**src/source/uart_axi_pkg.sv**
```systemverilog
package uart_axi_pkg;

	// bus geometry
	parameter int AXI_ADDR_W = 32;
	parameter int AXI_DATA_W = 32;

	// register window, offsets 0x0..0xC
	parameter logic [AXI_ADDR_W-1:0] UART_BASE_ADDR = 32'h2000_0000;
	parameter logic [AXI_ADDR_W-1:0] UART_MASK_ADDR = 32'h0000_000f;

	parameter int UART_BYTE_W = 8;
	parameter int FIFO_DEPTH  = 32; // power of two

	// register select, taken from address bits 3:2
	typedef enum logic [1:0] {
		REG_CTRL   = 2'd0,
		REG_STATUS = 2'd1,
		REG_RDATA  = 2'd2,
		REG_WDATA  = 2'd3
	} reg_sel_t;

	// ctrl word as named fields
	typedef struct packed {
		logic [15:0] baud_div; // bits 31:16
		logic [13:0] rsvd;
		logic        rx_en;    // bit 1
		logic        tx_en;    // bit 0
	} uart_ctrl_fields_t;

	// ctrl word, seen as bytes for strobed writes or as fields for decode
	typedef union packed {
		logic [3:0][UART_BYTE_W-1:0] bytes;
		uart_ctrl_fields_t           fields;
	} uart_ctrl_u;

endpackage

```
**src/source/axi_req_decode.sv**
```systemverilog
module axi_req_decode (
	input  logic                                  s_axi_aclk_i,
	input  logic                                  s_axi_aresetn_i,
	input  logic [uart_axi_pkg::AXI_ADDR_W-1:0]   s_axi_araddr_i,
	input  logic                                  s_axi_arvalid_i,
	input  logic [uart_axi_pkg::AXI_ADDR_W-1:0]   s_axi_awaddr_i,
	input  logic                                  s_axi_awvalid_i,
	input  logic [uart_axi_pkg::AXI_DATA_W-1:0]   s_axi_wdata_i,
	input  logic [uart_axi_pkg::AXI_DATA_W/8-1:0] s_axi_wstrb_i,
	input  logic                                  s_axi_wvalid_i,
	input  logic                                  rd_busy_i,
	input  logic                                  wr_busy_i,
	output logic                                  s_axi_arready_o,
	output logic                                  s_axi_awready_o,
	output logic                                  s_axi_wready_o,
	output logic                                  rd_req_o,
	output uart_axi_pkg::reg_sel_t                rd_sel_o,
	output logic                                  rd_hit_o,
	output logic                                  wr_req_o,
	output uart_axi_pkg::reg_sel_t                wr_sel_o,
	output logic                                  wr_hit_o,
	output logic [uart_axi_pkg::AXI_DATA_W-1:0]   wr_data_o,
	output logic [uart_axi_pkg::AXI_DATA_W/8-1:0] wr_strb_o
);
	import uart_axi_pkg::*;

	logic ar_fire;
	logic aw_fire;

	function automatic logic in_window(input logic [AXI_ADDR_W-1:0] addr);
		return (addr & ~UART_MASK_ADDR) == UART_BASE_ADDR;
	endfunction

	// one request of each kind in flight at most
	assign s_axi_arready_o = ~(rd_req_o | rd_busy_i);
	assign s_axi_awready_o = ~(wr_req_o | wr_busy_i);
	assign s_axi_wready_o  = s_axi_awready_o; // aw and w taken together

	assign ar_fire = s_axi_arvalid_i & s_axi_arready_o;
	assign aw_fire = s_axi_awvalid_i & s_axi_wvalid_i & s_axi_awready_o & s_axi_wready_o;

	always_ff @(posedge s_axi_aclk_i) begin
		if (!s_axi_aresetn_i) begin
			rd_req_o <= 1'b0;
			wr_req_o <= 1'b0;
		end else begin
			rd_req_o <= ar_fire; // single cycle pulse
			wr_req_o <= aw_fire;
		end
	end

	// decoded request, qualified by the pulses above
	always_ff @(posedge s_axi_aclk_i) begin
		if (ar_fire) begin
			rd_sel_o <= reg_sel_t'(s_axi_araddr_i[3:2]);
			rd_hit_o <= in_window(s_axi_araddr_i);
		end
		if (aw_fire) begin
			wr_sel_o  <= reg_sel_t'(s_axi_awaddr_i[3:2]);
			wr_hit_o  <= in_window(s_axi_awaddr_i);
			wr_data_o <= s_axi_wdata_i;
			wr_strb_o <= s_axi_wstrb_i;
		end
	end

endmodule

```
**src/source/uart_byte_fifo.sv**
```systemverilog
module uart_byte_fifo #(
	parameter int FIFO_DEPTH = uart_axi_pkg::FIFO_DEPTH
) (
	input  logic                               s_axi_aclk_i,
	input  logic                               s_axi_aresetn_i,
	input  logic                               push_i,
	input  logic [uart_axi_pkg::UART_BYTE_W-1:0] push_data_i,
	input  logic                               pop_i,
	output logic [uart_axi_pkg::UART_BYTE_W-1:0] head_o,
	output logic                               full_o,
	output logic                               empty_o
);
	import uart_axi_pkg::*;

	localparam int PTR_W = $clog2(FIFO_DEPTH);
	localparam int CNT_W = PTR_W + 1;
	localparam logic [CNT_W-1:0] DEPTH_CNT = CNT_W'(FIFO_DEPTH);

	logic [UART_BYTE_W-1:0] mem [FIFO_DEPTH];
	logic [PTR_W-1:0]       wr_ptr_q;
	logic [PTR_W-1:0]       rd_ptr_q;
	logic [CNT_W-1:0]       count_q;
	logic                   do_push;
	logic                   do_pop;

	assign full_o  = (count_q == DEPTH_CNT);
	assign empty_o = (count_q == '0);

	// overflow and underflow are dropped here
	assign do_push = push_i & ~full_o;
	assign do_pop  = pop_i & ~empty_o;

	assign head_o = mem[rd_ptr_q]; // first-word fall-through

	always_ff @(posedge s_axi_aclk_i) begin
		if (do_push) begin
			mem[wr_ptr_q] <= push_data_i;
		end
	end

	always_ff @(posedge s_axi_aclk_i) begin
		if (!s_axi_aresetn_i) begin
			wr_ptr_q <= '0;
			rd_ptr_q <= '0;
			count_q  <= '0;
		end else begin
			if (do_push) begin
				wr_ptr_q <= wr_ptr_q + 1'b1; // wraps at depth
			end
			if (do_pop) begin
				rd_ptr_q <= rd_ptr_q + 1'b1;
			end
			count_q <= count_q + CNT_W'(do_push) - CNT_W'(do_pop);
		end
	end

endmodule

```
**src/source/uart_reg_stage.sv**
```systemverilog
module uart_reg_stage #(
	parameter int FIFO_DEPTH = uart_axi_pkg::FIFO_DEPTH
) (
	input  logic                                  s_axi_aclk_i,
	input  logic                                  s_axi_aresetn_i,
	input  logic                                  rd_req_i,
	input  uart_axi_pkg::reg_sel_t                rd_sel_i,
	input  logic                                  rd_hit_i,
	input  logic                                  wr_req_i,
	input  uart_axi_pkg::reg_sel_t                wr_sel_i,
	input  logic                                  wr_hit_i,
	input  logic [uart_axi_pkg::AXI_DATA_W-1:0]   wr_data_i,
	input  logic [uart_axi_pkg::AXI_DATA_W/8-1:0] wr_strb_i,
	input  logic [uart_axi_pkg::UART_BYTE_W-1:0]  rx_i,
	input  logic                                  r_done_i,
	input  logic                                  t_done_i,
	output logic                                  rd_done_o,
	output logic [uart_axi_pkg::AXI_DATA_W-1:0]   rd_data_o,
	output logic                                  wr_done_o,
	output logic [uart_axi_pkg::UART_BYTE_W-1:0]  tx_o,
	output logic                                  tx_en_o,
	output logic                                  rx_en_o,
	output logic [15:0]                           baud_div_o
);
	import uart_axi_pkg::*;

	uart_ctrl_u             ctrl_q;
	logic                   ctrl_wr;
	logic                   tx_push;
	logic                   tx_pop;
	logic                   tx_full;
	logic                   tx_empty;
	logic                   rx_push;
	logic                   rx_pop;
	logic                   rx_full;
	logic                   rx_empty;
	logic [UART_BYTE_W-1:0] rx_head;
	logic [3:0]             status;

	assign ctrl_wr = wr_req_i & wr_hit_i & (wr_sel_i == REG_CTRL);
	assign tx_push = wr_req_i & wr_hit_i & (wr_sel_i == REG_WDATA) & wr_strb_i[0];
	assign rx_pop  = rd_req_i & rd_hit_i & (rd_sel_i == REG_RDATA);

	// enables drop while there is nothing to send or no room to receive
	assign tx_en_o = ctrl_q.fields.tx_en & ~tx_empty;
	assign rx_en_o = ctrl_q.fields.rx_en & ~rx_full;
	assign tx_pop  = tx_en_o & t_done_i;
	assign rx_push = rx_en_o & r_done_i;

	assign baud_div_o = ctrl_q.fields.baud_div;
	assign status     = {rx_empty, rx_full, tx_empty, tx_full}; // 4'b1010 out of reset

	always_ff @(posedge s_axi_aclk_i) begin
		if (!s_axi_aresetn_i) begin
			ctrl_q    <= '0;
			rd_done_o <= 1'b0;
			wr_done_o <= 1'b0;
		end else begin
			rd_done_o <= rd_req_i;
			wr_done_o <= wr_req_i; // misses and full-FIFO writes still complete
			if (ctrl_wr) begin
				for (int i = 0; i < 4; i++) begin
					if (wr_strb_i[i]) begin
						ctrl_q.bytes[i] <= wr_data_i[i*UART_BYTE_W +: UART_BYTE_W];
					end
				end
			end
		end
	end

	// read word, zero on a miss or for write-only wdata
	always_ff @(posedge s_axi_aclk_i) begin
		if (rd_req_i) begin
			rd_data_o <= '0;
			if (rd_hit_i) begin
				case (rd_sel_i)
					REG_CTRL:   rd_data_o <= ctrl_q.bytes;
					REG_STATUS: rd_data_o <= {{(AXI_DATA_W-4){1'b0}}, status};
					REG_RDATA: begin
						if (!rx_empty) begin
							rd_data_o <= {{(AXI_DATA_W-UART_BYTE_W){1'b0}}, rx_head};
						end
					end
					default:    rd_data_o <= '0;
				endcase
			end
		end
	end

	uart_byte_fifo #(
		.FIFO_DEPTH (FIFO_DEPTH)
	) u_tx_fifo (
		.s_axi_aclk_i    (s_axi_aclk_i),
		.s_axi_aresetn_i (s_axi_aresetn_i),
		.push_i          (tx_push),
		.push_data_i     (wr_data_i[UART_BYTE_W-1:0]),
		.pop_i           (tx_pop),
		.head_o          (tx_o),
		.full_o          (tx_full),
		.empty_o         (tx_empty)
	);

	uart_byte_fifo #(
		.FIFO_DEPTH (FIFO_DEPTH)
	) u_rx_fifo (
		.s_axi_aclk_i    (s_axi_aclk_i),
		.s_axi_aresetn_i (s_axi_aresetn_i),
		.push_i          (rx_push),
		.push_data_i     (rx_i),
		.pop_i           (rx_pop),
		.head_o          (rx_head),
		.full_o          (rx_full),
		.empty_o         (rx_empty)
	);

endmodule

```
**src/source/axi_resp_stage.sv**
```systemverilog
module axi_resp_stage (
	input  logic                                s_axi_aclk_i,
	input  logic                                s_axi_aresetn_i,
	input  logic                                rd_done_i,
	input  logic [uart_axi_pkg::AXI_DATA_W-1:0] rd_data_i,
	input  logic                                wr_done_i,
	input  logic                                s_axi_rready_i,
	input  logic                                s_axi_bready_i,
	output logic                                s_axi_rvalid_o,
	output logic [uart_axi_pkg::AXI_DATA_W-1:0] s_axi_rdata_o,
	output logic                                s_axi_bvalid_o,
	output logic                                rd_busy_o,
	output logic                                wr_busy_o
);

	// busy covers the response being formed and the one waiting on the master
	assign rd_busy_o = rd_done_i | s_axi_rvalid_o;
	assign wr_busy_o = wr_done_i | s_axi_bvalid_o;

	always_ff @(posedge s_axi_aclk_i) begin
		if (!s_axi_aresetn_i) begin
			s_axi_rvalid_o <= 1'b0;
			s_axi_bvalid_o <= 1'b0;
		end else begin
			if (rd_done_i) begin
				s_axi_rvalid_o <= 1'b1;
			end else if (s_axi_rready_i) begin
				s_axi_rvalid_o <= 1'b0; // taken by the master
			end
			if (wr_done_i) begin
				s_axi_bvalid_o <= 1'b1;
			end else if (s_axi_bready_i) begin
				s_axi_bvalid_o <= 1'b0;
			end
		end
	end

	// held stable until rvalid drops
	always_ff @(posedge s_axi_aclk_i) begin
		if (rd_done_i) begin
			s_axi_rdata_o <= rd_data_i;
		end
	end

endmodule

```
**src/source/axi_uart_top.sv**
```systemverilog
module axi_uart_top #(
	parameter int FIFO_DEPTH = uart_axi_pkg::FIFO_DEPTH
) (
	input  logic                                  s_axi_aclk_i,
	input  logic                                  s_axi_aresetn_i,
	input  logic [uart_axi_pkg::AXI_ADDR_W-1:0]   s_axi_araddr_i,
	input  logic                                  s_axi_arvalid_i,
	output logic                                  s_axi_arready_o,
	output logic                                  s_axi_rvalid_o,
	output logic [uart_axi_pkg::AXI_DATA_W-1:0]   s_axi_rdata_o,
	input  logic                                  s_axi_rready_i,
	input  logic [uart_axi_pkg::AXI_ADDR_W-1:0]   s_axi_awaddr_i,
	input  logic                                  s_axi_awvalid_i,
	output logic                                  s_axi_awready_o,
	input  logic [uart_axi_pkg::AXI_DATA_W-1:0]   s_axi_wdata_i,
	input  logic [uart_axi_pkg::AXI_DATA_W/8-1:0] s_axi_wstrb_i,
	input  logic                                  s_axi_wvalid_i,
	output logic                                  s_axi_wready_o,
	output logic                                  s_axi_bvalid_o,
	input  logic                                  s_axi_bready_i,
	input  logic [uart_axi_pkg::UART_BYTE_W-1:0]  rx_i,
	input  logic                                  r_done_i,
	input  logic                                  t_done_i,
	output logic [uart_axi_pkg::UART_BYTE_W-1:0]  tx_o,
	output logic                                  tx_en_o,
	output logic                                  rx_en_o,
	output logic [15:0]                           baud_div_o
);
	import uart_axi_pkg::*;

	logic                    rd_req;
	reg_sel_t                rd_sel;
	logic                    rd_hit;
	logic                    wr_req;
	reg_sel_t                wr_sel;
	logic                    wr_hit;
	logic [AXI_DATA_W-1:0]   wr_data;
	logic [AXI_DATA_W/8-1:0] wr_strb;
	logic                    rd_done;
	logic [AXI_DATA_W-1:0]   rd_data;
	logic                    wr_done;
	logic                    rd_busy;
	logic                    wr_busy;

	axi_req_decode u_decode (
		.s_axi_aclk_i    (s_axi_aclk_i),
		.s_axi_aresetn_i (s_axi_aresetn_i),
		.s_axi_araddr_i  (s_axi_araddr_i),
		.s_axi_arvalid_i (s_axi_arvalid_i),
		.s_axi_awaddr_i  (s_axi_awaddr_i),
		.s_axi_awvalid_i (s_axi_awvalid_i),
		.s_axi_wdata_i   (s_axi_wdata_i),
		.s_axi_wstrb_i   (s_axi_wstrb_i),
		.s_axi_wvalid_i  (s_axi_wvalid_i),
		.rd_busy_i       (rd_busy),
		.wr_busy_i       (wr_busy),
		.s_axi_arready_o (s_axi_arready_o),
		.s_axi_awready_o (s_axi_awready_o),
		.s_axi_wready_o  (s_axi_wready_o),
		.rd_req_o        (rd_req),
		.rd_sel_o        (rd_sel),
		.rd_hit_o        (rd_hit),
		.wr_req_o        (wr_req),
		.wr_sel_o        (wr_sel),
		.wr_hit_o        (wr_hit),
		.wr_data_o       (wr_data),
		.wr_strb_o       (wr_strb)
	);

	uart_reg_stage #(
		.FIFO_DEPTH (FIFO_DEPTH)
	) u_regs (
		.s_axi_aclk_i    (s_axi_aclk_i),
		.s_axi_aresetn_i (s_axi_aresetn_i),
		.rd_req_i        (rd_req),
		.rd_sel_i        (rd_sel),
		.rd_hit_i        (rd_hit),
		.wr_req_i        (wr_req),
		.wr_sel_i        (wr_sel),
		.wr_hit_i        (wr_hit),
		.wr_data_i       (wr_data),
		.wr_strb_i       (wr_strb),
		.rx_i            (rx_i),
		.r_done_i        (r_done_i),
		.t_done_i        (t_done_i),
		.rd_done_o       (rd_done),
		.rd_data_o       (rd_data),
		.wr_done_o       (wr_done),
		.tx_o            (tx_o),
		.tx_en_o         (tx_en_o),
		.rx_en_o         (rx_en_o),
		.baud_div_o      (baud_div_o)
	);

	axi_resp_stage u_resp (
		.s_axi_aclk_i    (s_axi_aclk_i),
		.s_axi_aresetn_i (s_axi_aresetn_i),
		.rd_done_i       (rd_done),
		.rd_data_i       (rd_data),
		.wr_done_i       (wr_done),
		.s_axi_rready_i  (s_axi_rready_i),
		.s_axi_bready_i  (s_axi_bready_i),
		.s_axi_rvalid_o  (s_axi_rvalid_o),
		.s_axi_rdata_o   (s_axi_rdata_o),
		.s_axi_bvalid_o  (s_axi_bvalid_o),
		.rd_busy_o       (rd_busy),
		.wr_busy_o       (wr_busy)
	);

endmodule

```
**config.mk**
```make
export PLATFORM = sky130hd
export DESIGN_NAME = axi_uart_top
export DESIGN_NICKNAME = d
export VERILOG_FILES = /design/src/source/uart_axi_pkg.sv /design/src/source/axi_req_decode.sv /design/src/source/uart_byte_fifo.sv /design/src/source/uart_reg_stage.sv /design/src/source/axi_resp_stage.sv /design/src/source/axi_uart_top.sv
export SDC_FILE = /design/constraint.sdc
export NUM_CORES = 1
export LEC_CHECK = 0
export BUFFER_PORTS_ARGS = -buffer_cell sky130_fd_sc_hd__buf_2
export CORE_UTILIZATION = 43
export CTS_CLUSTER_SIZE = 10
export DETAILED_ROUTE_END_ITERATION = 8
export GPL_ROUTABILITY_DRIVEN = 0
export PLACE_DENSITY = 0.65
export SLEW_MARGIN = 30
export SYNTH_ARGS = -nofsm -noshare
export SYNTH_HDL_FRONTEND = slang
export SYNTH_HIERARCHICAL = 1
export SYNTH_SLANG_ARGS = --single-unit
```
**constraint.sdc**
```tcl
create_clock -name s_axi_aclk_i -period 3.8 [get_ports s_axi_aclk_i]
set_input_delay 0.38 -clock s_axi_aclk_i [delete_from_list [all_inputs] [get_ports s_axi_aclk_i]]
set_output_delay 0.38 -clock s_axi_aclk_i [all_outputs]
set_load 0.01 [all_outputs]
```
==> results.tsv, run 1 <==
metric	value	unit
cts.sink_count	698	
ys_dominant_reg_cell	edfxtp_1	
pwr_density_cell	489	mW/mm²
min_period_over_period	0.899	
cp_slowest_stage_delay	0.69	ns
yosysWarningCount	6	
tritoncts.num_buffers	80	
postRouteWirelength	57600	µm
holdWs	0.105	ns
layout-drive-gt1-share	0.191	
chipWidth	255	µm
maxCapViolations	0	
final.setup_skew	0.0221	ns
post_synth.cell_area_avg	17.1	µm²
h_tree_level_count	3	
detail_routed_net_length_per_standard_cell	21.1	µm
floorplan.die_area	0.0652	mm²
grt_max_degree	65	
port-buffer-count	175	
synth.yosys.seq_area_share	0.730	
worst_slew_pin_slew	0.971	ns
max-vdd-ir-drop	426	µV
run_status	finished clean	
period_needed	3.42	ns
initial_utilization	0.437	
crit_path_top_delay_cell	dfxtp_4	
postRouteAntennaNets	0	
critPathArrivalTime	3.04	ns
post-cts-setup-buffers	0	
detail_route.iter0.violations	1194	
leakage_power_total	10.4	nW
timing_hold_violations_final	0	
nature_of_the_critical_path_startpoint	flop	
syn_area	0.0276	mm²
relSlewSlack	0.351	
via_count_of_the_first_global_routing_pass	14849	
hp-start	s_axi_rready_i	
cts_tree	done	
routed_via_density	5.36	
maxClockFrequency	0.293	GHz
vias	14639	
die_extent_in_y	255	µm
crit_fanout	30	
hold_path_class	input pin to flop	
grt_remaining_overflow	0	
layout.filler_cells	5160	
design.core.area	0.0632	mm²
path_class	flop to output port	
gr-usage-all-layers	0.175	
maxSlewViolCount	0	
grt_setup_unrepaired	false	
fin_cells	2732	
drt_first_pass_iters	8	
synth_async_sr_flop_share	0	
area_of_the_multi_input_gates	0.00674	mm²
post_route_drc_violation_count	0	
worstReg2RegStart	u_regs/u_rx_fifo/count_q[2]$_SDFF_PN0_	
detailed_place_hpwl	37100	µm
clockRootBuffer	clkbuf_16	
register_area	0.0202	mm²
synth.ff_latch_count	698	
cp_data_required_time	3.42	ns
rows	92	
insertion_delay	0.62	ns
layout.nets	1988	
boundaryPins	180	
ys_types	57	
cts_clk_pin_slew_worst_paths	0.05	ns
finalSetupViolCount	0	
grt_pass1_wl	87600	µm
timing.critical_path.cells	mux4_1 -> a22o_1 -> a221oi_1 -> nand3_1 -> buf_2	
fin_tns_setup	0	ns
endpoint_kind	output port	
insertedDiodeCount	0	
syn-instance-count	1613	
grt_antenna_before_repair	4	
area_growth_syn_to_layout	15.4	%
ctsLongestPathBuffers	3	
dpl.cell_count	2563	
synth_enable_flop_cells	618	
synth_fp_nets	1760	
## layout make-up
class	count	share of cell area
multi-input cells	791	0.212
well taps	846	0.0332
clock buffers	120	0.0678
repair buffers	238	0.0476
inverters	32	0.00377
flip-flops and latches	698	0.633
clock inverters	7	0.00294
## kinds of logic (layout without fill, tap and decap cells)
logic type               count (synthesis)  after routing  synth area share
XOR/XNOR                                18             18           0.00571
AO/OA/AOI/OAI                          128            128            0.0357
flip-flops                             698            698             0.730
buffers and inverters                  124            397            0.0259
multiplexers                           228            228             0.115
adder cells (fa/ha/maj)                 30             30            0.0141
AND/OR/NAND/NOR                        387            387            0.0727
## routing by layer
metal	track usage	part of all wire	vias up
li1	-	-	6691
met1	0.234	0.43	7449
met2	0.291	0.50	418
met3	0.0343	0.059	81
met4	0.0522	0.018	0
met5	0	0	-
## synthesized netlist by cell type, types with 5 or more instances
library cell | instances | area share
nor2_1 | 101 | 0.014
a21oi_1 | 12 | 0.0022
mux2i_1 | 164 | 0.059
mux4_2 | 36 | 0.029
buf_12 | 6 | 0.0044
mux4_1 | 28 | 0.027
o21a_1 | 8 | 0.0022
buf_1 | 8 | 0.0011
buf_4 | 19 | 0.0052
and2_1 | 44 | 0.010
nand4_1 | 9 | 0.0020
nand2_1 | 90 | 0.012
clkbuf_1 | 29 | 0.0039
buf_2 | 22 | 0.0040
and3_1 | 6 | 0.0014
buf_6 | 7 | 0.0029
inv_1 | 28 | 0.0038
a22oi_1 | 64 | 0.017
dfxtp_1 | 80 | 0.058
a221oi_1 | 12 | 0.0038
edfxtp_1 | 618 | 0.67
nand3_1 | 63 | 0.011
nor2b_1 | 9 | 0.0020
xor2_1 | 14 | 0.0044
or2_1 | 5 | 0.0011
nor3_1 | 7 | 0.0013
ha_1 | 28 | 0.013
nor4_2 | 8 | 0.0036
a22o_1 | 16 | 0.0051
## flip-flops by register name, summed over array words and instances (netlist names), 6 cells and up, named ones only
| register | count |
|---|---|
| u_regs/u_rx_fifo/mem | 256 |
| u_regs/u_tx_fifo/mem | 256 |
| u_decode/wr_data_o | 32 |
| u_regs/ctrl_q | 32 |
| u_regs/rd_data_o | 32 |
| u_resp/s_axi_rdata_o | 32 |
| u_regs/u_rx_fifo/count_q | 6 |
| u_regs/u_tx_fifo/count_q | 6 |
## what timing repair did
item | CTS | global route
endpoints found under the setup margin | 1 | 0
hold endpoints to repair | 41 | 0
resized for setup | 1 | 0
hold buffers | 41 | 0
## cells in the final DEF, fill, tap and decap left out, types with 4 or more instances in the layout
cell type      count
a21oi_1           12
a221oi_1          12
a221oi_2           4
a22o_1            16
a22oi_1           64
and2_1            44
and2_4             4
and3_1             5
buf_2            175
buf_4             14
buf_8              5
clkbuf_1          39
clkbuf_16         80
dfxtp_1           74
dlygate4sd3_1     41
edfxtp_1         618
ha_1              28
inv_1             28
inv_2              4
mux2i_1          164
mux4_1            28
mux4_2            36
nand2_1           90
nand2b_1           4
nand3_1           63
nand3b_1           4
nand4_1            9
nand4bb_1          4
nor2_1           100
nor2_2             4
nor2b_1            9
nor3_1             7
nor4_1             4
nor4_2             8
o21a_1             8
o22ai_1            4
or2_1              5
or3b_1             4
xnor2_1            4
xor2_1            14
## per-stage QoR
stage / area, µm² / util / setup WS, ns / power, mW
floorplan: 27600 / - / 0.760 / 8.78
global placement: 29100 / 0.461 / 0.690 / 8.97
detailed placement: 29200 / 0.462 / 0.624 / 9.00
CTS: 31900 / 0.504 / 0.307 / 15.8
global route: 31900 / 0.504 / 0.274 / 16.1
finish: 31900 / 0.504 / 0.384 / 15.6
## worst max-delay path, delay by kind of cell (launching register included)
family	cells	cell delay, ns
and+or+nand+nor	1	0.22
DFF	1	0.69
muxes	1	0.61
AOI/OAI and AO/OA	2	0.72
buffers and inverters	1	0.19
## path summary, 6_finish.rpt
| kind | endpoint | slack (ns) | depth (start not counted) |
|---|---|---|---|
| worst max register to register | u_regs/u_rx_fifo/count_q[4]$_SDFF_PN0_ | 0.60 | 17 |
| worst min register to register | u_resp/s_axi_rdata_o[14]$_DFFE_PP_ | 0.41 | 0 |
| worst min-delay path | u_resp/s_axi_rvalid_o$_SDFFE_PN0P_ | 0.10 | 3 |
| worst max-delay path | tx_o[0] | 0.38 | 5 |
## power breakdown
part | leakage, nW | internal, mW | switching, mW
Sequential | 6.25 | 8.40 | 0.0454
Combinational | 3.03 | 0.167 | 0.269
Clock | 1.08 | 3.91 | 2.81
Note: power is estimated with default switching activity, not from simulation.
==> run 2: changes to the inputs <==
--- a/config.mk
+++ b/config.mk
@@ -5,12 +5,14 @@
 export SDC_FILE = /design/constraint.sdc
 export NUM_CORES = 1
 export LEC_CHECK = 0
+export ABC_AREA = 1
 export BUFFER_PORTS_ARGS = -buffer_cell sky130_fd_sc_hd__buf_2
 export CORE_UTILIZATION = 43
 export CTS_CLUSTER_SIZE = 10
 export DETAILED_ROUTE_END_ITERATION = 8
 export GPL_ROUTABILITY_DRIVEN = 0
 export PLACE_DENSITY = 0.65
+export SETUP_SLACK_MARGIN = 0.4
 export SLEW_MARGIN = 30
 export SYNTH_ARGS = -nofsm -noshare
 export SYNTH_HDL_FRONTEND = slang
==> run 2 against run 1 <==
  * Synthesized cell count grew 64%
  * Routed wire length rose by 15%
  * Die area up 5.6%
  * Clock skew rose by 0.027 ns
  * Clock-buffer cell count up 12
  * Cell area rose by 3.7%
  * Fmax is 6.8% higher
  * Sequential cell count unchanged
  * Final cell count rose by 38%
  * Critical path depth increased by 6
  * Combinational power rose by 19%
  * Worst setup slack better by 0.22 ns
==> results.tsv, run 2 <==
metric	value	unit	change
run_status	finished clean		unchanged
placement.cell_area	0.0303	mm²	was 0.0292 mm²
floorplan.die_area	0.0688	mm²	was 0.0652 mm²
area_leader_netlist	edfxtp_1		unchanged
period_needed	3.20	ns	was 3.42 ns
crit_fanout	64		was 30
largest_family_of_logic_cells_by_synthesized_area	simple AND/OR/NAND/NOR gates		was multiplexers
h_tree_level_count	3		unchanged
min_period_over_period	0.842		was 0.899
timing_hold_violations_final	0		unchanged
synth-xor-area-share	0.00120		was 0.00571
worst_slew_pin_slew	0.951	ns	was 0.971 ns
syn_area	0.0292	mm²	was 0.0276 mm²
synth.mux.area_fraction	0		was 0.115
endpoint_kind	output port		unchanged
port-buffer-count	175		unchanged
tritoncts.num_buffers	80		unchanged
synth_fa_ha_area_frac	0.0134		was 0.0141
initial_utilization	0.434		was 0.437
synth_enable_flop_cells	618		unchanged
ctsLongestPathBuffers	3		unchanged
chipWidth	262	µm	was 255 µm
max-vdd-ir-drop	438	µV	was 426 µV
cts.sink_count	698		unchanged
postRouteWirelength	65900	µm	was 57600 µm
post-route-cell-area	0.0331	mm²	was 0.0319 mm²
nature_of_the_critical_path_startpoint	flop		unchanged
synth_fp_nets	2791		was 1760
ys_dominant_reg_cell	edfxtp_1		unchanged
grt_antenna_before_repair	0		was 4
layout.nets	2977		was 1988
path_class	flop to output port		unchanged
boundaryPins	180		unchanged
layout_commonest_cell	nand2_1		was edfxtp_1
dpl.cell_count	3578		was 2563
detailed_place_hpwl	39900	µm	was 37100 µm
finalSetupViolCount	0		unchanged
synth_simple_gate_area_frac	0.223		was 0.0727
synth_async_sr_flop_share	0		unchanged
die_extent_in_y	262	µm	was 255 µm
routed_via_density	5.14		was 5.36
drt_first_pass_iters	8		unchanged
grt_remaining_overflow	0		unchanged
relSlewSlack	0.363		was 0.351
insertedDiodeCount	0		unchanged
leakage_power_total	12.5	nW	was 10.4 nW
detail_routed_net_length_per_standard_cell	17.5	µm	was 21.1 µm
clockRootBuffer	clkbuf_16		unchanged
preCtsSetupSlack	0.642	ns	was 0.624 ns
most-common-layout-cells	871 x nand2_1, 618 x edfxtp_1, 408 x nand3_1		was 618 x edfxtp_1, 175 x buf_2, 164 x mux2i_1
synthTopCellsByCount	872 x nand2_1, 618 x edfxtp_1, 408 x nand3_1		was 618 x edfxtp_1, 164 x mux2i_1, 101 x nor2_1
maxSlewViolCount	0		unchanged
cts_tree	done		unchanged
layout-drive-gt1-share	0.112		was 0.191
holdWs	0.0964	ns	was 0.105 ns
reg_top3	u_regs/u_rx_fifo/mem x256, u_regs/u_tx_fifo/mem x256		unchanged
final.setup_skew	0.0487	ns	was 0.0221 ns
grt_pass1_wl	104000	µm	was 87600 µm
via_count_of_the_first_global_routing_pass	18778		was 14849
hold_path_class	input pin to flop		unchanged
worst_setup_slack_after_layout	0.602	ns	was 0.384 ns
grt_setup_unrepaired	false		unchanged
synth.area.top_cells	edfxtp_1 64%, nand2_1 11%, nand3_1 7.0%, dfxtp_1 5.5%, inv_1 2.3%		was edfxtp_1 67%, mux2i_1 5.9%, dfxtp_1 5.8%, mux4_2 2.9%, mux4_1 2.7%
fin_tns_setup	0	ns	unchanged
pwr_density_cell	478	mW/mm²	was 489 mW/mm²
cp_data_required_time	3.42	ns	about the same
yosys.area.top_type_share	0.637		was 0.672
compound_gate_portion_of_the_synthesized_area	0.0100		was 0.0357
post-cts-setup-buffers	0		unchanged
critPathArrivalTime	2.82	ns	was 3.04 ns
maxClockFrequency	0.313	GHz	was 0.293 GHz
yosysWarningCount	6		unchanged
vias	19345		was 14639
grt_max_degree	82		was 65
synth.yosys.seq_area_share	0.691		was 0.730
area_growth_syn_to_layout	13.4	%	was 15.4%
detail_route.iter0.violations	1630		was 1194
cts_clk_pin_slew_worst_paths	0.05	ns	about the same
post_synth.cell_area_avg	11.0	µm²	was 17.1 µm²
postRouteAntennaNets	0		unchanged
post_route_drc_violation_count	0		unchanged
design.core.area	0.0672	mm²	was 0.0632 mm²
synth.ff_latch_count	698		unchanged
insertion_delay	0.62	ns	about the same
syn-instance-count	2644		was 1613
gr-usage-all-layers	0.192		was 0.175
maxCapViolations	0		unchanged
rows	95		was 92
ys_types	33		was 57
fin_cells	3760		was 2732
yosys.cell_count.top_type	nand2_1		was edfxtp_1
-- run 2: repair_timing --
action / CTS / global route
resized for setup: 0 / 3
endpoints found under the hold margin: 43 / 0
setup endpoints to repair: 0 / 1
hold buffers: 43 / 0
-- run 2: routing by layer --
layer  up-vias  track usage  part of all wire
met1      9338        0.253              0.43
li1       9304            -                 -
met3       124       0.0291             0.053
met5         -            0                 0
met4         0       0.0719             0.029
met2       579        0.320              0.48
-- run 2: worst paths after layout --
kind                                          startpoint                                endpoint  slack (ns)  cells after the start
setup / recovery                                    flop                                 tx_o[6]        0.60                     11
setup reg to reg  u_regs/u_tx_fifo/count_q[2]$_SDFF_PN0_  u_regs/u_tx_fifo/count_q[4]$_SDFF_PN0_        0.68                     15
hold reg to reg       u_regs/rd_data_o[30]$_SDFFCE_PN0P_      u_resp/s_axi_rdata_o[30]$_DFFE_PP_        0.42                      0
hold / removal                            s_axi_wvalid_i            u_decode/wr_req_o$_SDFF_PN0_         0.1                      3
-- run 2: critical path, stage by stage (launching register included) --
cell and delay (ns):
dfxtp_4 0.35, clkinv_2 0.48, buf_12 0.41, nand2_1 0.10
nand3_1 0.09, nand3_1 0.13, nand2_1 0.09, nand2_1 0.07
nand2_1 0.09, nand2_1 0.08, nand2_1 0.09, buf_2 0.16
-- run 2: stage by stage --
stage,utilization,total power [mW]
finish,0.492,15.8
detailed placement,0.451,9.07
global placement,0.451,9.06
floorplan,-,8.86
global route,0.492,16.3
CTS,0.492,15.9
-- run 2: layout make-up --
class / count / area [µm²]
inverters: 190 / 716
clock buffers: 132 / 2220
fillers: 5870 / 34100
repair buffers: 246 / 1530
clock inverters: 7 / 88.8
multi-input cells: 1614 / 7250
well taps: 873 / 1090
flip-flops and latches: 698 / 20200
-- run 2: report_power, final --
part           internal (mW)  switching, mW
logic                  0.173          0.345
clock network           3.97           2.86
registers               8.40         0.0343
total                   12.5           3.24
-- run 2: kinds of logic after synthesis --
group,count (synthesis)
adders and majority gates,30
AOI/OAI and AO/OA,56
buffers and inverters,332
and+or+nand+nor,1524
DFF,698
xor gates and xnor gates,4
==> run 3: changes to the inputs <==
--- a/config.mk
+++ b/config.mk
@@ -5,13 +5,13 @@
 export SDC_FILE = /design/constraint.sdc
 export NUM_CORES = 1
 export LEC_CHECK = 0
-export ABC_AREA = 1
+export ABC_AREA = 0
 export BUFFER_PORTS_ARGS = -buffer_cell sky130_fd_sc_hd__buf_2
 export CORE_UTILIZATION = 43
 export CTS_CLUSTER_SIZE = 10
 export DETAILED_ROUTE_END_ITERATION = 8
 export GPL_ROUTABILITY_DRIVEN = 0
-export PLACE_DENSITY = 0.65
+export PLACE_DENSITY = 0.67
 export SETUP_SLACK_MARGIN = 0.4
 export SLEW_MARGIN = 30
 export SYNTH_ARGS = -nofsm -noshare
==> constraint.sdc (replaced) <==
create_clock -name s_axi_aclk_i -period 2.7 [get_ports s_axi_aclk_i]
set_input_delay 0.27 -clock s_axi_aclk_i [delete_from_list [all_inputs] [get_ports s_axi_aclk_i]]
set_output_delay 0.27 -clock s_axi_aclk_i [all_outputs]
set_load 0.01 [all_outputs]
==> run 3 against run 2 <==
  * Highest routed layer unchanged
  * Sequential cell count did not move
  * The flow now finishes with violations (setup timing)
  * Largest power group unchanged
  * Via count decreased by 20%
  * Clock-buffer cell count grew 1
  * Global-route usage is 0.33 points lower
==> results.tsv, run 3 (synthesis results as in run 1) <==
metric	value	unit	change
most-common-layout-cells	618 x edfxtp_1, 173 x buf_2, 164 x mux2i_1		was 871 x nand2_1, 618 x edfxtp_1, 408 x nand3_1
cp_data_required_time	2.43	ns	was 3.42 ns
period_needed	2.84	ns	
final.setup_skew	0.0333	ns	was 0.0487 ns
drt_first_pass_iters	5		was 8
grt_pass1_wl	93900	µm	was 104000 µm
max-vdd-ir-drop	619	µV	was 438 µV
port-buffer-count	175		unchanged
crit_fanout	6		was 64
timing_hold_violations_final	0		unchanged
tritoncts.num_buffers	81		was 80
layout-drive-gt1-share	0.312		was 0.112
finalSetupViolCount	8		was 0
run_status	finished, violations left		was finished clean
grt_max_degree	53		was 82
h_tree_level_count	3		unchanged
postRouteAntennaNets	0		unchanged
maxSlewViolCount	0		unchanged
post_route_drc_violation_count	0		unchanged
hp-start	s_axi_araddr_i[9]		was s_axi_wvalid_i
via_count_of_the_first_global_routing_pass	16093		was 18778
endpoint_kind	output port		unchanged
reg_top3	u_regs/u_rx_fifo/mem x256, u_regs/u_tx_fifo/mem x256		unchanged
cts_tree	done		unchanged
worst_hold_depth	4		was 3
violations	setup timing		
insertion_delay	0.62	ns	about the same
floorplan.die_area	0.0652	mm²	was 0.0688 mm²
grt_remaining_overflow	0		unchanged
area_growth_syn_to_layout	23.5	%	was 13.4%
holdWs	0.0433	ns	was 0.0964 ns
maxCapViolations	0		unchanged
nature_of_the_critical_path_startpoint	flop		unchanged
worstReg2RegStart	u_regs/u_rx_fifo/count_q[3]$_SDFF_PN0_		was u_regs/u_tx_fifo/count_q[2]$_SDFF_PN0_
initial_utilization	0.437		was 0.434
routed_via_density	5.32		was 5.14
wl_met1	26400	µm	was 28500 µm
vias	15468		was 19345
boundaryPins	180		unchanged
ctsLongestPathBuffers	3		unchanged
route.met2.wl	30700	µm	was 32000 µm
detailroute.wirelength.met3	3270	µm	was 3520 µm
worst_slew_pin_slew	0.835	ns	was 0.951 ns
cts.sink_count	698		unchanged
fin_tns_setup	-0.785	ns	was 0 ns
hold_path_class	input pin to flop		unchanged
detail_route.iter0.violations	1282		was 1630
design.core.area	0.0632	mm²	was 0.0672 mm²
path_class	flop to output port		unchanged
grt_setup_unrepaired	true		was false
maxClockFrequency	0.352	GHz	
cts_clk_pin_slew_worst_paths	0.05	ns	about the same
whs_endpoint	u_decode/rd_hit_o$_DFFE_PP_		was u_decode/wr_req_o$_SDFF_PN0_
detail_routed_net_length_per_standard_cell	21.3	µm	was 17.5 µm
layout.nets	2151		was 2977
clockRootBuffer	clkbuf_16		unchanged
worst_setup_slack_after_layout	-0.140	ns	was 0.602 ns
highest-signal-layer	met4		unchanged
timing.reg2reg.setup_slack	0.12	ns	was 0.68 ns
layout_commonest_cell	edfxtp_1		was nand2_1
timing.reg2reg.worst_path_depth	17		was 15
detailed_place_hpwl	37300	µm	was 39900 µm
grt_antenna_before_repair	4		was 0
postRouteWirelength	62000	µm	was 65900 µm
worstReg2RegEnd	u_regs/u_rx_fifo/count_q[4]$_SDFF_PN0_		was u_regs/u_tx_fifo/count_q[4]$_SDFF_PN0_
chipWidth	255	µm	was 262 µm
rows	92		was 95
leakage_power_total	11.4	nW	was 12.5 nW
pwr_density_cell	666	mW/mm²	was 478 mW/mm²
die_extent_in_y	255	µm	was 262 µm
critPathArrivalTime	2.57	ns	was 2.82 ns
gr-usage-all-layers	0.188		was 0.192
relSlewSlack	0.443		was 0.363
min_period_over_period	1.05		
## run 3: layout make-up
class	instances	area, µm²
fillers	4880	29100
well taps	846	1060
clock buffers	133	2320
clock inverters	6	86.3
multi-input cells	791	7290
repair buffers	400	3030
inverters	32	128
diodes	1	2.50
flip-flops and latches	698	20200
## run 3: where the power goes
part           switching, mW  total (mW)  internal (mW)
logic                  0.488       0.916          0.429
registers             0.0430        11.9           11.8
clock network           4.10        9.95           5.85
## run 3: how the worst max path moves through the flow
stage	startpoint	depth (start not counted)	slack, ns	to
5_1_grt	flop	6	-0.21	tx_o[5]
6_report	flop	7	-0.14	tx_o[6]
4_1_cts	flop	6	-0.20	tx_o[2]
3_3_place_gp	u_regs/u_rx_fifo/count_q[4]$_SDFF_PN0_	17	0.09	u_regs/u_rx_fifo/count_q[4]$_SDFF_PN0_
3_5_place_dp	u_regs/u_rx_fifo/count_q[4]$_SDFF_PN0_	17	0.002	u_regs/u_rx_fifo/count_q[4]$_SDFF_PN0_
2_1_floorplan	u_regs/u_rx_fifo/count_q[3]$_SDFF_PN0_	18	0.03	u_regs/u_rx_fifo/count_q[4]$_SDFF_PN0_
## run 3: stage by stage
step	area, µm²	setup WS [ns]	instances	utilization	power, mW
final	34100	-0.140	2907	0.540	22.7
after global routing	34100	-0.212	2907	0.540	23.4
after CTS	33600	-0.199	2886	0.532	22.8
after detailed placement	30000	0.00193	2656	0.475	12.7
after global placement	30000	0.0924	2656	0.475	12.7
after floorplan	27800	0.0264	1613	-	12.4
## run 3: worst max-delay path, cell delays in order (launching register included)
cell	delay, ns
dfxtp_4	0.38
buf_6	0.15
buf_12	0.11
buf_16	0.12
mux4_2	0.53
a221oi_4	0.35
nand3_2	0.15
buf_2	0.16
## run 3: what timing repair did
| action | 4_1_cts | 5_1_grt |
|---|---|---|
| gates cloned | 4 | 0 |
| pin swaps | 48 | 39 |
| buffers inserted | 44 | 20 |
| endpoints found under the hold margin | 43 | 0 |
| hold buffers | 43 | 0 |
| endpoints found under the setup margin | 26 | 277 |
| gates resized for setup | 92 | 63 |
## run 3: routing by layer
metal  vias up  track usage
met2       439        0.309
met5         -            0
met4         0       0.0745
met3       117       0.0359
met1      7898        0.247
li1       7014            -
